--- config.mk ---
export PLATFORM = sky130hd
export DESIGN_NAME = dsp_slice_top
export DESIGN_NICKNAME = d
export VERILOG_FILES = /design/src/hdl/dsp_slice_pkg.sv /design/src/hdl/dsp_slice_top.sv /design/src/hdl/mult_lane.sv /design/src/hdl/operand_bank.sv /design/src/hdl/post_adder_alu.sv
export SDC_FILE = /design/constraint.sdc
export NUM_CORES = 2
export LEC_CHECK = 0
export ABC_AREA = 1
export BUFFER_PORTS_ARGS = -buffer_cell sky130_fd_sc_hd__buf_2
export CELL_PAD_IN_SITES_DETAIL_PLACEMENT = 0
export CELL_PAD_IN_SITES_GLOBAL_PLACEMENT = 1
export CORE_ASPECT_RATIO = 1.25
export CORE_MARGIN = 4
export CORE_UTILIZATION = 48
export DETAILED_ROUTE_END_ITERATION = 8
export PLACE_DENSITY = 0.95
export SLEW_MARGIN = 40
export SYNTH_ARGS = -nofsm -noshare
export SYNTH_HDL_FRONTEND = slang
export SYNTH_HIERARCHICAL = 1
export SYNTH_SLANG_ARGS = --single-unit
--- constraint.sdc ---
create_clock -name CLK0 -period 8.05 [get_ports CLK0]
set_input_delay 1.2075 -clock CLK0 [delete_from_list [all_inputs] [get_ports CLK0]]
set_output_delay 1.2075 -clock CLK0 [all_outputs]
set_load 0.05 [all_outputs]
--- src/hdl/dsp_slice_pkg.sv ---
package dsp_slice_pkg;

    // ==================================================
    // Datapath widths
    // ==================================================
    localparam int HALF_W   = 18;   // One multiplier operand
    localparam int WORD_W   = 36;   // One memory word
    localparam int PROD_W   = 36;
    localparam int RES_W    = 54;
    localparam int C_SHIFT  = 18;   // C sits in bits 53..18 of the result
    localparam int PIPE_LAT = 3;    // Input to result, enabled edges

    typedef logic [HALF_W-1:0] operand_t;
    typedef logic [PROD_W-1:0] product_t;
    typedef logic signed [RES_W-1:0] result_t;

    // Memory word, read whole for C or split for the multipliers
    typedef union packed {
        logic [WORD_W-1:0] whole;
        struct packed {
            operand_t hi;
            operand_t lo;
        } half;
    } mem_word_u;

    // ==================================================
    // Operand source select
    // ==================================================
    // 0..3  current mem0.lo, mem0.hi, mem1.lo, mem1.hi
    // 4..7  same halves, previous enabled cycle
    typedef logic [2:0] operand_sel_t;

    localparam operand_sel_t SEL_PREV = 3'd4;

    // ==================================================
    // Post-adder opcodes
    // ==================================================
    typedef enum logic [1:0] {
        OP_SUM_P     = 2'd0,    // pa + pb
        OP_DIFF_P    = 2'd1,    // pa - pb
        OP_SUM_PC    = 2'd2,    // C + pa + pb
        OP_C_MINUS_P = 2'd3     // C - pa - pb
    } alu_op_e;

endpackage

--- src/hdl/dsp_slice_top.sv ---
`timescale 1ns/100ps

module dsp_slice_top (
    input  logic                       CLK0,
    input  logic                       rst_n,
    input  logic                       ce,
    input  logic                       in_valid,
    input  dsp_slice_pkg::mem_word_u    mem0,
    input  dsp_slice_pkg::mem_word_u    mem1,
    input  dsp_slice_pkg::operand_sel_t sel_aa,
    input  dsp_slice_pkg::operand_sel_t sel_ab,
    input  dsp_slice_pkg::operand_sel_t sel_ba,
    input  dsp_slice_pkg::operand_sel_t sel_bb,
    input  logic                       c_sel,
    input  logic                       sign_aa,
    input  logic                       sign_ab,
    input  logic                       sign_ba,
    input  logic                       sign_bb,
    input  dsp_slice_pkg::alu_op_e      opcode,
    output dsp_slice_pkg::result_t      result,
    output logic                       eqz,
    output logic                       over,
    output logic                       res_valid
);
    import dsp_slice_pkg::*;

    operand_t  op_aa;
    operand_t  op_ab;
    operand_t  op_ba;
    operand_t  op_bb;
    mem_word_u c_word;
    product_t  product_a;
    product_t  product_b;
    logic      prod_signed_a;
    logic      prod_signed_b;

    // ==================================================
    // Operand selection
    // ==================================================
    operand_bank u_bank (
        .CLK0   (CLK0),
        .rst_n  (rst_n),
        .ce     (ce),
        .mem0   (mem0),
        .mem1   (mem1),
        .sel_aa (sel_aa),
        .sel_ab (sel_ab),
        .sel_ba (sel_ba),
        .sel_bb (sel_bb),
        .c_sel  (c_sel),
        .op_aa  (op_aa),
        .op_ab  (op_ab),
        .op_ba  (op_ba),
        .op_bb  (op_bb),
        .c_word (c_word)
    );

    // ==================================================
    // Multiplier lanes
    // ==================================================
    mult_lane u_lane_a (
        .CLK0           (CLK0),
        .rst_n          (rst_n),
        .ce             (ce),
        .op_a           (op_aa),
        .op_b           (op_ab),
        .sign_a         (sign_aa),
        .sign_b         (sign_ab),
        .product        (product_a),
        .product_signed (prod_signed_a)
    );

    mult_lane u_lane_b (
        .CLK0           (CLK0),
        .rst_n          (rst_n),
        .ce             (ce),
        .op_a           (op_ba),
        .op_b           (op_bb),
        .sign_a         (sign_ba),
        .sign_b         (sign_bb),
        .product        (product_b),
        .product_signed (prod_signed_b)
    );

    post_adder_alu u_alu (
        .CLK0      (CLK0),
        .rst_n     (rst_n),
        .ce        (ce),
        .in_valid  (in_valid),
        .opcode    (opcode),
        .c_word    (c_word),
        .product_a (product_a),
        .product_b (product_b),
        .signed_a  (prod_signed_a),
        .signed_b  (prod_signed_b),
        .result    (result),
        .eqz       (eqz),
        .over      (over),
        .res_valid (res_valid)
    );

endmodule

--- src/hdl/mult_lane.sv ---
`timescale 1ns/100ps

module mult_lane (
    input  logic                     CLK0,
    input  logic                     rst_n,
    input  logic                     ce,
    input  dsp_slice_pkg::operand_t   op_a,
    input  dsp_slice_pkg::operand_t   op_b,
    input  logic                     sign_a,
    input  logic                     sign_b,
    output dsp_slice_pkg::product_t   product,
    output logic                     product_signed
);
    import dsp_slice_pkg::*;

    operand_t a_q;
    operand_t b_q;
    logic     sa_q;
    logic     sb_q;

    // One extra bit per operand so unsigned values stay positive
    logic signed [HALF_W:0]     a_ext;
    logic signed [HALF_W:0]     b_ext;
    logic signed [2*HALF_W+1:0] mult_full;

    // ==================================================
    // Input register stage
    // ==================================================
    always_ff @(posedge CLK0 or negedge rst_n) begin
        if (!rst_n) begin
            a_q  <= '0;
            b_q  <= '0;
            sa_q <= 1'b0;
            sb_q <= 1'b0;
        end else if (ce) begin
            a_q  <= op_a;
            b_q  <= op_b;
            sa_q <= sign_a;
            sb_q <= sign_b;
        end
    end

    assign a_ext     = {sa_q & a_q[HALF_W-1], a_q};
    assign b_ext     = {sb_q & b_q[HALF_W-1], b_q};
    assign mult_full = a_ext * b_ext;

    // Product register, 36 bits hold every sign combination
    always_ff @(posedge CLK0 or negedge rst_n) begin
        if (!rst_n) begin
            product        <= '0;
            product_signed <= 1'b0;
        end else if (ce) begin
            product        <= mult_full[PROD_W-1:0];
            product_signed <= sa_q | sb_q;
        end
    end

endmodule

--- src/hdl/operand_bank.sv ---
`timescale 1ns/100ps

module operand_bank (
    input  logic                       CLK0,
    input  logic                       rst_n,
    input  logic                       ce,
    input  dsp_slice_pkg::mem_word_u    mem0,
    input  dsp_slice_pkg::mem_word_u    mem1,
    input  dsp_slice_pkg::operand_sel_t sel_aa,
    input  dsp_slice_pkg::operand_sel_t sel_ab,
    input  dsp_slice_pkg::operand_sel_t sel_ba,
    input  dsp_slice_pkg::operand_sel_t sel_bb,
    input  logic                       c_sel,
    output dsp_slice_pkg::operand_t     op_aa,
    output dsp_slice_pkg::operand_t     op_ab,
    output dsp_slice_pkg::operand_t     op_ba,
    output dsp_slice_pkg::operand_t     op_bb,
    output dsp_slice_pkg::mem_word_u    c_word
);
    import dsp_slice_pkg::*;

    mem_word_u mem0_q;      // Words from the last enabled edge
    mem_word_u mem1_q;
    operand_t  half_tbl [8];

    // ==================================================
    // Previous words and C capture
    // ==================================================
    always_ff @(posedge CLK0 or negedge rst_n) begin
        if (!rst_n) begin
            mem0_q <= '0;
            mem1_q <= '0;
            c_word <= '0;
        end else if (ce) begin
            mem0_q       <= mem0;
            mem1_q       <= mem1;
            c_word.whole <= c_sel ? mem1.whole : mem0.whole;
        end
    end

    // Half-word table, current words first
    always_comb begin
        half_tbl[0] = mem0.half.lo;
        half_tbl[1] = mem0.half.hi;
        half_tbl[2] = mem1.half.lo;
        half_tbl[3] = mem1.half.hi;
        half_tbl[SEL_PREV + 0] = mem0_q.half.lo;
        half_tbl[SEL_PREV + 1] = mem0_q.half.hi;
        half_tbl[SEL_PREV + 2] = mem1_q.half.lo;
        half_tbl[SEL_PREV + 3] = mem1_q.half.hi;
    end

    // ==================================================
    // Operand muxes, no register here
    // ==================================================
    assign op_aa = half_tbl[sel_aa];
    assign op_ab = half_tbl[sel_ab];
    assign op_ba = half_tbl[sel_ba];
    assign op_bb = half_tbl[sel_bb];

endmodule

--- src/hdl/post_adder_alu.sv ---
`timescale 1ns/100ps

module post_adder_alu (
    input  logic                     CLK0,
    input  logic                     rst_n,
    input  logic                     ce,
    input  logic                     in_valid,
    input  dsp_slice_pkg::alu_op_e    opcode,
    input  dsp_slice_pkg::mem_word_u  c_word,
    input  dsp_slice_pkg::product_t   product_a,
    input  dsp_slice_pkg::product_t   product_b,
    input  logic                     signed_a,
    input  logic                     signed_b,
    output dsp_slice_pkg::result_t    result,
    output logic                     eqz,
    output logic                     over,
    output logic                     res_valid
);
    import dsp_slice_pkg::*;

    localparam int DLY = PIPE_LAT - 1;     // Stages ahead of the ALU register

    alu_op_e      op_pipe [DLY];
    logic [DLY-1:0] vld_pipe;
    mem_word_u    c_q;

    // Two guard bits above the result for overflow
    logic signed [RES_W+1:0] prod_a_ext;
    logic signed [RES_W+1:0] prod_b_ext;
    logic signed [RES_W+1:0] c_term;
    logic signed [RES_W+1:0] sum;
    logic                    sum_ovf;
    result_t                 sum_trunc;

    // ==================================================
    // Alignment with the multiplier pipeline
    // ==================================================
    always_ff @(posedge CLK0 or negedge rst_n) begin
        if (!rst_n) begin
            for (int i = 0; i < DLY; i++) begin
                op_pipe[i] <= OP_SUM_P;
            end
            vld_pipe <= '0;
            c_q      <= '0;
        end else if (ce) begin
            op_pipe[0] <= opcode;
            for (int i = 1; i < DLY; i++) begin
                op_pipe[i] <= op_pipe[i-1];
            end
            vld_pipe <= {vld_pipe[DLY-2:0], in_valid};
            c_q      <= c_word;     // Already one stage late from the bank
        end
    end

    // ==================================================
    // Term extension and post-adder
    // ==================================================
    always_comb begin
        if (signed_a) begin
            prod_a_ext = {{(RES_W+2-PROD_W){product_a[PROD_W-1]}}, product_a};
        end else begin
            prod_a_ext = {{(RES_W+2-PROD_W){1'b0}}, product_a};
        end

        if (signed_b) begin
            prod_b_ext = {{(RES_W+2-PROD_W){product_b[PROD_W-1]}}, product_b};
        end else begin
            prod_b_ext = {{(RES_W+2-PROD_W){1'b0}}, product_b};
        end

        // C is signed, shifted up to its column
        c_term = {{(RES_W+2-WORD_W-C_SHIFT){c_q.whole[WORD_W-1]}},
                  c_q.whole, {C_SHIFT{1'b0}}};
    end

    always_comb begin
        sum = '0;
        unique case (op_pipe[DLY-1])
            OP_SUM_P:     sum = prod_a_ext + prod_b_ext;
            OP_DIFF_P:    sum = prod_a_ext - prod_b_ext;
            OP_SUM_PC:    sum = c_term + prod_a_ext + prod_b_ext;
            OP_C_MINUS_P: sum = c_term - prod_a_ext - prod_b_ext;
            default:      sum = '0;
        endcase
    end

    // Out of range unless the top three bits agree
    assign sum_ovf   = sum[RES_W+1:RES_W-1] != {3{sum[RES_W-1]}};
    assign sum_trunc = sum[RES_W-1:0];

    // ==================================================
    // Result and flag register
    // ==================================================
    always_ff @(posedge CLK0 or negedge rst_n) begin
        if (!rst_n) begin
            result    <= '0;
            eqz       <= 1'b0;
            over      <= 1'b0;
            res_valid <= 1'b0;
        end else if (ce) begin
            res_valid <= vld_pipe[DLY-1];
            if (vld_pipe[DLY-1]) begin      // Idle slots keep the last result
                result <= sum_trunc;
                eqz    <= sum_trunc == '0;
                over   <= sum_ovf;
            end
        end
    end

endmodule

==> impl_metrics.yaml <==
sta:
  clock.fmax_mhz: 140
  holdWs_ns: 0.473
  finalCritPeriodShare_pct: 88.7
  timing.setup.tns_ns: 0
  worst_slew_margin_rel_pct: 39.6
  worst_pin_slew_ns: 0.906
  post_route_worst_setup_slack_ns: 0.907
  timing_hold_violations_final: 0
  finalWorstPathRequiredPeriod_ns: 7.14
  slew_violations: 0
  setup_violations: 0
  rsz0062_at_grt: "false"
  fin_worst_skew_ns: 0.0533
route:
  routed_wire_length_per_instance_um: 22.3
  first_pass_iters: 7
  drt_wl_total_um: 263000
  routed-via-count: 64400
  residual_antenna_violating_net_count_after_detailed_routing: 0
  detail_route.drc_violations: 0
  detail_route.iter0.violations: 6155
  vias_per_cell: 5.47
synth:
  synth_top_family_by_area: "simple AND/OR/NAND/NOR gates"
  cell_types_occupying_the_most_area_after_synthesis: "sky130_fd_sc_hd__fa_1, sky130_fd_sc_hd__nand2_1, sky130_fd_sc_hd__dfrtp_1"
  postSynthNetCount: 11300
  most_frequent_cell_after_synthesis: "sky130_fd_sc_hd__nand2_1"
  yosys_most_used_dff: "sky130_fd_sc_hd__dfrtp_1"
  synthDominantCellAreaShare_pct: 23.9
  yosys_warnings: 6
  muxShareOfSynthArea_pct: 0.634
  synth_sequential_area_ratio_pct: 13.6
  synth_adder_area_share_pct: 31.8
  postSynthCellCount: 10000
  synth-seq-cells: 357
  synth_top_area_cell: "sky130_fd_sc_hd__fa_1"
  avg_inst_size_synth_um2: 6.55
  synth-edff-count: 0
  netlist_top_cells_count: "sky130_fd_sc_hd__nand2_1, sky130_fd_sc_hd__inv_1, sky130_fd_sc_hd__fa_1"
  synth_simple_gate_area_share_pct: 32.9
  async_reset_ff_share_pct: 100
  synth_cell_types: 55
  post_synth_xor_area_fraction_pct: 0.839
  synth_compound_gate_area_share_pct: 5.60
  syn-cell-area_mm2: 0.0657
critical_path:
  reg2reg_depth: 23
  critical_path_required_ns: 8.59
  max_stage_delay_ns: 0.83
  crit_path_cell_trace: "nand2_1 > nor2_1 > fa_1 > inv_1 > fa_1 > fa_1 > inv_1 > fa_1 > inv_1 > fa_1 > fa_1 > inv_1 > ha_1 > ha_1 > inv_1 > nor3_1 > nand2_1 > nor3_1 > nand2_1 > nand2_1 > nand2_1 > nand3_1 > nand2_1"
  setup.worst_path.end_class: "flip-flop"
  reg2reg_slack_ns: 0.91
  worst-path-buf-inv: 5
  critical_path.reg2reg.endpoint: "u_lane_a/product[34]"
  path_class: "flip-flop to flip-flop"
  slowest_cp_cell: "sky130_fd_sc_hd__fa_1"
  startpoint_type: "flip-flop"
  data_arrival_time_of_the_critical_path_ns: 7.69
  critical_path.reg2reg.startpoint: "u_lane_a/sa_q"
  critPathMaxFanout: 16
  critPathTopFamily: "adder cells"
global_routing:
  grt_antenna_before_repair: 16
  grt_overflow: 0
  wire_length_of_the_first_global_routing_pass_um: 395000
  number_of_global_route_vias_before_repair: 64500
  track_usage_pct: 36.5
  largest_net_degree_at_the_start_of_global_routing: 165
cts:
  cts_hold_buf: 0
  number_of_clock_sinks: 357
  h-tree-depth: 2
  cts_tree: "yes"
  clk-insertion-delay-late_ns: 0.68
  post_cts_resize_count: 0
  cts_buffers: 45
  worst_setup_hold_path_clk_slew_ns: 0.06
  cts-root-to-sink-buffers: 3
  cts_setup_buffers: 0
  clock_tree.root_cell: "sky130_fd_sc_hd__clkbuf_16"
place:
  port_buffers: 151
  gp_routability_congestion: 1.06
  detailedPlacementHpwl_um: 215000
  place_ws_ns: 0.954
final_layout:
  area_growth_syn_to_layout_pct: 5.46
  final_layout_size_suffix_gt1_share_pct: 5.59
  finish.net_count: 11300
  final.fill_count: 13900
outcome:
  result_of_the_run: "completed"
die:
  rows: 151
  die_height_um: 422
  core_box_area_mm2: 0.136
  die_w_um: 339
  dieArea_mm2: 0.143
  initial_utilization_pct: 48.4
  io-pin-count: 152
min_path:
  worstHoldPathType: "flip-flop to flip-flop"
  worst_hold_startpoint: "u_alu/result[26]"
  holdPathStages: 2
  hold_end: "u_alu/result[26]"
flow_run:
  cap_viol_max_count: 0
worst max path at each step:
stage	startpoint	endpoint	slack, ns	cells after the start
finish	u_lane_a/sa_q	u_lane_a/product[34]	0.91	23
global route	u_lane_a/sa_q	u_lane_a/product[34]	0.34	23
CTS	u_lane_a/sa_q	u_lane_a/product[34]	0.89	23
detailed placement	u_lane_a/b_q[1]	u_lane_a/product[34]	0.95	23
global placement	u_lane_a/b_q[1]	u_lane_a/product[35]	0.98	24
floorplan	u_lane_a/a_q[17]	u_lane_a/product[34]	1.50	25
worst reg2reg max path, delay by kind of cell, from the launching register on:
kind          cells  cell delay [ns]
flops             1             0.41
fa+ha+maj         8             4.18
simple gates     10             1.68
buf+inv           5             0.73
cells by family after synthesis:
group | count (synthesis)
compound gates | 649
xor+xnor | 63
fa+ha+maj | 1201
buf+inv | 2441
flops | 357
mux | 37
simple gates | 5295
routing by layer:
metal  GRT usage (%)  vias up  routed length (µm)
li1                -    29900                   -
met1            43.1    30900               96400
met2            61.8     2824              124000
met3            5.10      778               19100
met4            24.6       12               23100
met5               0        -                  89
area by class of cell:
type | instances | area [µm²] | area share [%]
tap | 1759 | 2200 | 3.17
inverter | 2092 | 7880 | 11.4
antenna | 9 | 22.5 | 0.0325
multi-input combinational | 7245 | 47200 | 68.1
sequential | 357 | 8950 | 12.9
timing repair buffer | 230 | 1410 | 2.04
clock buffer | 55 | 1210 | 1.75
clock inverter | 29 | 458 | 0.660
per-stage QoR:
| step | instance area (µm²) | utilization (%) | std cells |
|---|---|---|---|
| floorplan | 65700 | - | 10000 |
| global placement | 67600 | 49.8 | 11700 |
| detailed placement | 67600 | 49.8 | 11700 |
| CTS | 69300 | 51.0 | 11800 |
| global route | 69300 | 51.0 | 11800 |
| finish | 69300 | 51.0 | 11800 |
placed cells by master, fill, tap and decap left out, drive strengths merged, types with 4 or more instances in the layout:
cell,Yosys,final
xor2,39,39
fa,785,785
o31ai,14,14
buf,166,230
nand2,3776,3776
and2,12,12
nor2,610,610
a31oi,18,18
o21bai,27,27
and3,4,4
nand4,66,66
nor3,46,46
a21oi,243,243
nand3,707,707
o21ai,309,309
inv,2083,2087
mux2,37,37
or2,14,14
clkinvlp,0,6
a21o,4,4
clkinv,9,20
xnor2,24,24
clkbuf,183,55
dfrtp,357,357
diode,0,9
o221ai,17,17
nand3b,48,48
ha,416,416
bufinv,0,8
nor4,8,8
state kept, by name (all words and copies together), names as in the netlist, 2 cells and up:
signal	count
u_alu/vld_pipe	2
u_lane_b/a_q	18
u_lane_a/b_q	18
u_bank/mem1_q	36
u_alu/op_pipe	4
u_alu/c_q	36
u_bank/mem0_q	36
u_alu/result	54
u_lane_a/a_q	18
u_bank/c_word	36
u_lane_a/product	36
u_lane_b/b_q	18
u_lane_b/product	36
Power is not shown: default switching activity piles up to over one toggle a cycle in this logic, so the estimate is an artifact.
